--- config.mk ---
export PLATFORM = sky130hd
export DESIGN_NAME = glueTop
export DESIGN_NICKNAME = d
export VERILOG_FILES = /design/src/design/busPkg.sv /design/src/design/dramPkg.sv /design/src/design/busDecode.sv /design/src/design/glueTop.sv /design/src/design/ramControl.sv /design/src/design/refreshTimer.sv
export SDC_FILE = /design/constraint.sdc
export NUM_CORES = 1
export LEC_CHECK = 0
export BUFFER_PORTS_ARGS = -buffer_cell sky130_fd_sc_hd__buf_2
export CORE_MARGIN = 2
export CORE_UTILIZATION = 50
export CTS_CLUSTER_SIZE = 12
export DETAILED_ROUTE_END_ITERATION = 7
export GPL_ROUTABILITY_DRIVEN = 1
export GPL_TIMING_DRIVEN = 0
export PLACE_DENSITY = 0.9
export RECOVER_POWER = 100
export SLEW_MARGIN = 20
export SYNTH_ARGS = -nofsm -noshare
export SYNTH_HDL_FRONTEND = slang
export SYNTH_SLANG_ARGS = --single-unit
--- constraint.sdc ---
create_clock -name CLK -period 2.99 [get_ports CLK]
set_input_delay 0.4485 -clock CLK [delete_from_list [all_inputs] [get_ports CLK]]
set_output_delay 0.4485 -clock CLK [all_outputs]
set_load 0.01 [all_outputs]
--- src/design/busPkg.sv ---
// Address map and region types on the 68000 side of the glue
package busPkg;

	// Decoded target of the current bus cycle
	typedef enum logic [1:0] {
		regionNone,
		regionRam,
		regionRom
	} regionT;

	// Windows are picked by A[23:22]
	// ROM window, always ROM
	localparam logic [1:0] RomWindow = 2'b01;

	// RAM window, shadowed by ROM while the boot overlay is set
	localparam logic [1:0] RamWindow = 2'b00;

	// Upper two windows are unmapped and decode to regionNone

endpackage

--- src/design/dramPkg.sv ---
// DRAM sequencer states, refresh timing and DRAM address width
package dramPkg;

	// Sequencer states, encoding follows the numbering 0 to 7
	typedef enum logic [2:0] {
		stIdle      = 3'd0, // Waiting for an access or a refresh
		stRowOpen   = 3'd1, // RAS low, column goes onto RA
		stColumn    = 3'd2, // CAS low for the access
		stRefCas    = 3'd3, // CAS before RAS
		stRefRas    = 3'd4, // RAS joins CAS, refresh acknowledged
		stRefHold   = 3'd5,
		stPrecharge = 3'd6,
		stRecover   = 3'd7  // Common exit of both paths
	} ramStateT;

	// Cycles from the last refresh until a request is raised
	localparam logic [7:0] RefreshPeriod = 8'd120;

	// Count at which a pending request turns urgent
	// Has to stay above RefreshPeriod
	localparam logic [7:0] UrgentPeriod = 8'd200;

	// Width of the multiplexed DRAM address bus
	localparam int RowBits = 12;

endpackage

--- src/design/busDecode.sv ---
`timescale 1ns/10ps

module busDecode import busPkg::*; (
	input  logic         CLK,
	input  logic         rst,
	input  logic         nAS,
	input  logic [23:22] A,
	output logic         bact,
	output logic         ramSel,
	output logic         romSel
);

	logic overlay;    // ROM also answers at address zero
	logic romTouched; // Current cycle hit the ROM window
	regionT region;

	always_ff @(posedge CLK) begin
		if (rst) begin
			bact <= 1'b0;
			overlay <= 1'b1;
			romTouched <= 1'b0;
		end else begin
			bact <= !nAS;
			if (!nAS && bact && A == RomWindow)
				romTouched <= 1'b1;
			// Overlay goes away once that cycle has ended
			if (romTouched && !bact)
				overlay <= 1'b0;
		end
	end

	// Region decode, only while the strobe is down
	always_comb begin
		region = regionNone;
		if (!nAS) begin
			case (A)
				RomWindow: region = regionRom;
				RamWindow: region = overlay ? regionRom : regionRam;
				default:   region = regionNone;
			endcase
		end
	end

	assign ramSel = region == regionRam;
	assign romSel = region == regionRom;

endmodule

--- src/design/glueTop.sv ---
`timescale 1ns/10ps

module glueTop import dramPkg::*; (
	input  logic               CLK,
	input  logic               rst,
	input  logic [23:1]        A,
	input  logic               nWE,
	input  logic               nAS,
	input  logic               nLDS,
	input  logic               nUDS,
	output logic               ramReady,
	output logic [RowBits-1:0] RA,
	output logic               nRAS,
	output logic               nCAS,
	output logic               nLWE,
	output logic               nUWE,
	output logic               nOE,
	output logic               nROMCS,
	output logic               nROMWE
);

	logic bact, ramSel, romSel;
	logic refReq, refUrg, refAck;

	// Top address bits pick the region
	busDecode decode (
		.CLK    (CLK),
		.rst    (rst),
		.nAS    (nAS),
		.A      (A[23:22]),
		.bact   (bact),
		.ramSel (ramSel),
		.romSel (romSel)
	);

	refreshTimer refresh (
		.CLK    (CLK),
		.rst    (rst),
		.refAck (refAck),
		.refReq (refReq),
		.refUrg (refUrg)
	);

	ramControl control (
		.CLK      (CLK),
		.rst      (rst),
		.A        (A[21:1]),
		.nWE      (nWE),
		.nAS      (nAS),
		.nLDS     (nLDS),
		.nUDS     (nUDS),
		.bact     (bact),
		.ramSel   (ramSel),
		.romSel   (romSel),
		.refReq   (refReq),
		.refUrg   (refUrg),
		.refAck   (refAck),
		.ramReady (ramReady),
		.RA       (RA),
		.nRAS     (nRAS),
		.nCAS     (nCAS),
		.nLWE     (nLWE),
		.nUWE     (nUWE),
		.nOE      (nOE),
		.nROMCS   (nROMCS),
		.nROMWE   (nROMWE)
	);

endmodule

--- src/design/ramControl.sv ---
`timescale 1ns/10ps

module ramControl import dramPkg::*; (
	input  logic               CLK,
	input  logic               rst,
	input  logic [21:1]        A,
	input  logic               nWE,
	input  logic               nAS,
	input  logic               nLDS,
	input  logic               nUDS,
	input  logic               bact,
	input  logic               ramSel,
	input  logic               romSel,
	input  logic               refReq,
	input  logic               refUrg,
	output logic               refAck,
	output logic               ramReady,
	output logic [RowBits-1:0] RA,
	output logic               nRAS,
	output logic               nCAS,
	output logic               nLWE,
	output logic               nUWE,
	output logic               nOE,
	output logic               nROMCS,
	output logic               nROMWE
);

	ramStateT state, stateNext;
	logic bactR;      // bact one cycle late, finds the first cycle
	logic ramEnable;  // One DRAM access per bus cycle
	logic once;       // Access already done in this bus cycle
	logic rowSel;     // Column onto RA when set
	logic cas;        // CAS request, goes out on the falling edge
	logic rasRise;    // Row hold from the rising edge
	logic rasFall;    // Row hold from the falling edge
	logic [RowBits-1:0] rowAddr, colAddr;
	logic ramStart, refFromIdle, readyNow;

	// Row and column bit map of the board
	assign rowAddr = {A[19], A[17], A[15], A[18], A[14], A[13],
		A[12], A[11], A[19], A[16], A[10], A[9]};
	assign colAddr = {A[20], A[7], A[8], A[21], A[6], A[5],
		A[4], A[3], A[20], A[7], A[2], A[1]};
	assign RA = rowSel ? colAddr : rowAddr;

	assign ramStart = bact && ramSel && ramEnable;

	// Refresh slips in on a non-RAM cycle, or when it cannot wait
	assign refFromIdle = (refReq && bact && !bactR && !ramSel) ||
		(refUrg && !bact) ||
		(refUrg && bact && !ramEnable);

	always_comb begin
		stateNext = state;
		case (state)
			stIdle: begin
				if (ramStart)
					stateNext = stRowOpen;
				else if (refFromIdle)
					stateNext = stRefCas;
			end
			stRowOpen:   stateNext = stColumn;
			stColumn:    stateNext = refUrg ? stRefCas : stRecover;
			stRefCas:    stateNext = stRefRas;
			stRefRas:    stateNext = stRefHold;
			stRefHold:   stateNext = stPrecharge;
			stPrecharge: stateNext = stRecover;
			stRecover:   stateNext = stIdle;
			default:     stateNext = stIdle;
		endcase
	end

	always_ff @(posedge CLK) begin
		if (rst) begin
			state <= stIdle;
			bactR <= 1'b0;
			rowSel <= 1'b0;
			cas <= 1'b0;
			rasRise <= 1'b0;
		end else begin
			state <= stateNext;
			bactR <= bact;
			rowSel <= stateNext inside {stRowOpen, stColumn};
			cas <= stateNext inside {stRowOpen, stColumn, stRefCas, stRefRas};
			rasRise <= stateNext inside {stRowOpen, stRefRas, stRefHold};
		end
	end

	// Half a cycle later than the rising edge
	always_ff @(negedge CLK) begin
		if (rst) begin
			nCAS <= 1'b1;
			rasFall <= 1'b0;
		end else begin
			nCAS <= !cas;
			rasFall <= state == stRowOpen;
		end
	end

	// Timer restarts on this pulse
	assign refAck = state == stRefRas;

	always_ff @(posedge CLK) begin
		if (rst) begin
			ramEnable <= 1'b0;
			once <= 1'b0;
		end else begin
			if (state == stIdle && refFromIdle)
				ramEnable <= 1'b0;
			else if (state == stRowOpen)
				ramEnable <= 1'b0;
			else if ((state == stIdle || state == stRecover) && (!bact || !once))
				ramEnable <= 1'b1; // Cycle over, or access still owed
			if (!bact)
				once <= 1'b0;
			else if (state == stIdle && ramStart)
				once <= 1'b1;
		end
	end

	// Ready once the owed access is done, then held until the cycle ends
	assign readyNow = (state == stRecover || (state == stIdle && !refFromIdle)) &&
		(once || !ramSel);

	always_ff @(posedge CLK) begin
		if (rst)
			ramReady <= 1'b0;
		else
			ramReady <= bact && (ramReady || readyNow);
	end

	// DRAM strobes
	assign nRAS = !((!nAS && ramSel && ramEnable) || rasRise || rasFall);
	assign nLWE = !(!nAS && !nWE && !nLDS && ramEnable);
	assign nUWE = !(!nAS && !nWE && !nUDS && ramEnable);
	assign nOE = !(!nAS && nWE); // Shared with the flash

	// Flash strobes
	assign nROMCS = !romSel;
	assign nROMWE = !(!nAS && !nWE);

endmodule

--- src/design/refreshTimer.sv ---
`timescale 1ns/10ps

module refreshTimer import dramPkg::*; (
	input  logic CLK,
	input  logic rst,
	input  logic refAck,
	output logic refReq,
	output logic refUrg
);

	logic [7:0] refCount;

	// Counts up from the last refresh and sticks at the urgent mark
	always_ff @(posedge CLK) begin
		if (rst || refAck) begin
			refCount <= 8'd0;
		end else if (refCount != UrgentPeriod) begin
			refCount <= refCount + 8'd1;
		end
	end

	// Request first, urgent if nobody served it in time
	assign refReq = refCount >= RefreshPeriod;
	assign refUrg = refCount == UrgentPeriod;

endmodule

Word-level counts from Yosys, hierarchy flattened --
Index checks and enable logic that the tools add are counted.
Storage, ports and cells: register bits after elaboration 23, input port bits 29, logic and storage cells 101
Cells by class: add/sub/neg operators 1, $lt $le $gt $ge 1, eq/ne operators 17, mux-type cells 8, bitwise gates (word level) 1, reduce and logical (&&, ||, !) cells 59
Operators with widths (count):
- logical AND 1 bit | 25
- one-hot mux 3 bit (8 select lines) | 1
- equality test 3 bit, second input constant | 6
- zero test 1 bit | 17
- equality test 3 x 2 -> 1 bit, second input constant | 4
- two-way mux 12 bit | 1
- logical OR 1 bit | 10
- two-way mux 3 bit | 3
- adder 8 x 1 -> 8 bit, second input constant | 1
- equality test 8 bit, second input constant | 1
- greater-or-equal comparator 8 x 7 -> 1 bit, second input constant | 1
- inequality test 8 bit, second input constant | 1
- equality test 3 x 1 -> 1 bit, second input constant | 2
- equality test 2 x 1 -> 1 bit, second input constant | 2
- two-way mux 2 bit | 2
- one-hot mux 2 bit (2 select lines) | 1
- nonzero test 4 bit | 1
- zero test 3 bit | 1
- nonzero test 3 bit | 1
- OR reduction 3 bit | 1
- equality test 2 bit, second input constant | 1
- zero test 2 bit | 1
- nonzero test 2 bit | 1
- OR reduction 2 bit | 1
- NOT 1 bit | 1

Longest topological paths before layout --
depth after elaboration 14, depth in mapped cells 8, mapped depth without buffers 8

By module --
Synthesis repeated with hierarchy kept, for this count alone.
Second synthesis, totals: cells, all modules 139, area total of the unflattened synthesis 1226.2 um^2
Modules (own cells, without submodules):
- ramControl | times used 1, cells each 79, area each 709.4 um^2
- refreshTimer | times used 1, cells each 48, area each 404.1 um^2
- busDecode | times used 1, cells each 12, area each 112.6 um^2

==> impl_metrics.tcl <==
set metrics [dict create \
    drt_iter0_markers 12 \
    maxCapViolCount 0 \
    final_nets 231 \
    clockBufferDepth 2 \
    avgSynthCellArea_um2 9.06 \
    wl_per_cell_um 12.3 \
    grt_first_pass_wirelength_um 4150 \
    synth_cells 142 \
    gp_congestion 0.792 \
    tns_ns 0 \
    grt_max_degree 14 \
    cts_sinks 23 \
    die_area_um2 2990 \
    vias 1199 \
    r2r_setup_slack_ns 0.56 \
    yosys.area_share.simple_pct 22.3 \
    synth-seq-cells 23 \
    cts_root_buf "clkbuf_4" \
    grt_pass1_vias 1062 \
    synth_top_family_by_area "simple AND/OR/NAND/NOR gates" \
    powerDensity_nw_per_um2 719 \
    drc 0 \
    ys_warn_count 0 \
    crit_path_end_kind "output pin" \
    synth_mux_area_share_pct 10.2 \
    ys_seq_area_share_pct 35.8 \
    drive_above_1_share_pct 24.1 \
    totalPowerFinal_mw 1.11 \
    core_area_um2 2450 \
    area_growth_pct 20.4 \
    synth_edf_count 0 \
    rsz0062_at_grt "false" \
    synth_xor_area_share_pct 4.77 \
    max-vdd-ir-drop_v 0.000674 \
    async_flop_share_pct 0 \
    num_rows 18 \
    outcome "complete, no violations" \
    crit_type "reg -> out" \
    io_buffers 48 \
    yosysTopAreaCell "dfxtp_1" \
    setup_violations 0 \
    tightest_slew_ns 0.881 \
    yosysMostFrequentCell "dfxtp_1" \
    synth_cell_types 40 \
    synthAdderAreaFrac_pct 5.84 \
    cts_buffers 3 \
    antenna-diode-count 0 \
    die-width_um 54.7 \
    antenna_found_initial 0 \
    ys_top_cells_by_count "23 x dfxtp_1, 17 x nor2_1, 13 x inv_1, 9 x mux2_2" \
    gr-total-overflow 0 \
    dpl.hpwl_um 2270 \
    drv_slew 0 \
    syn-cell-area_um2 1290 \
    fp.dieH_um 54.7 \
    clk_pin_slew_ns 0.13 \
    skew_ns 0.0546 \
    synth_top_area_share_pct 35.8 \
    fillers 247 \
    hold_viol_final 0 \
    synth_compound_area_share_pct 15.9 \
    leakagePower_nw 0.651 \
    min_path_type "in -> reg" \
    relSlewSlack_pct 40.7 \
    start_util_pct 52.4 \
    routed_via_density 5.33 \
    boundaryPins 49 \
    synthTopCellsByArea "dfxtp_1 36%, mux2_2 7.9%, ha_1 5.8%" \
    dpl_cell_area_um2 1560 \
    clk_latency_ns 0.36 \
    worstPathRequired_ns 2.54 \
    grt_use_total_pct 19.4 \
    worstSetupStartpointType "register" \
    drt.antenna.violating_nets 0 \
    synth_top_flop_cell "dfxtp_1" \
    cts_tree "done" \
    htree_levels 1 \
    final_area_um2 1550 \
    wirelength_um 2760 \
    firstDrtPassIters 4 \
    cts_hold_buffers 0 \
    arrival_ns 2.45 \
    crit_fanout 1 \
    synth_fp_nets 177 \
]
[metal layers]
| layer | global-route usage, % | wire length [um] | up-vias |
|---|---|---|---|
| met5 | 0 | 0 | - |
| met4 | 6.25 | 29 | 0 |
| met3 | 3.28 | 284 | 5 |
| met2 | 38.5 | 1360 | 50 |
| met1 | 20.1 | 1080 | 546 |
| li1 | - | - | 598 |
[final cells by class]
type                       count  area (um^2)  share of cell area [%]
buffer                         4         18.8                    1.21
clock buffer                   3         22.5                    1.45
clock inverter                 3         11.3                   0.727
inverter                      12         45.0                    2.91
multi-input combinational    102          736                    47.5
sequential                    23          460                    29.7
tap                           30         37.5                    2.42
timing repair buffer          48          218                    14.1
[per-stage QoR]
| stage | setup WS [ns] | std cells | hold WS, ns | utilization [%] |
|---|---|---|---|---|
| after floorplan | 0.423 | 142 | 0.437 | - |
| after global placement | 0.306 | 220 | 0.452 | 63.7 |
| after detailed placement | 0.295 | 220 | 0.466 | 63.7 |
| after CTS | 0.0179 | 225 | 0.345 | 64.9 |
| after global routing | 0.0266 | 225 | 0.396 | 63.1 |
| final | 0.0895 | 225 | 0.361 | 63.1 |
[critical path, stage by stage, from the launching register on]
cell	delay (ns)
dfxtp_1	0.30
a211oi_2	0.14
clkbuf_2	0.16
[sequential cells by signal, summed over array words and instances (netlist names)]
| signal | cells |
|---|---|
| refresh.refCount | 8 |
| control.state | 3 |
| control.bactR | 1 |
| control.cas | 1 |
| control.nCAS | 1 |
| control.once | 1 |
| control.ramEnable | 1 |
| control.ramReady | 1 |
| control.rasFall | 1 |
| control.rasRise | 1 |
| control.rowSel | 1 |
| decode.bact | 1 |
| decode.overlay | 1 |
| decode.romTouched | 1 |
[final timing paths]
check,startpoint,endpoint,cells after the start
max reg2reg,decode.overlay,control.cas,6
min reg2reg,control.ramReady,control.ramReady,1
min,nAS,decode.bact,2
max,control.rasFall,nRAS,2
[layout by cell type, fill, tap and decap left out, types with 2 or more instances in the layout]
master / count
and3_1: 2
nor2_1: 17
o21a_1: 2
nand3b_1: 2
clkbuf_4: 3
dfxtp_1: 23
buf_2: 29
mux2_2: 8
nand2_1: 6
a21oi_1: 6
nand2b_1: 5
nor2b_1: 4
clkbuf_1: 21
mux2i_1: 3
nor3_1: 3
a2111oi_0: 2
xnor2_1: 3
ha_1: 6
inv_1: 14
nand3_1: 4
a21o_1: 3
o211ai_1: 2
o21ai_0: 4
xor2_1: 4
[where the power goes]
group,switching [mW],internal [mW],leakage (nW)
logic,0.303,0.248,0.434
registers,0.0467,0.365,0.188
clock network,0.0976,0.0529,0.0287
[repair_timing]
item                                    in CTS  in global routing
buffers inserted                             0                  0
endpoints found under the setup margin       0                  1
hold endpoints to repair                     0                  0
resized for setup                            0                  1
[cells by family after synthesis]
logic type	Yosys count
AOI/OAI and AO/OA	27
xor gates and xnor gates	7
adders and majority gates	6
buffers and inverters	17
DFF	23
muxes	12
and+or+nand+nor	50
(Power assumes the default switching activity.)
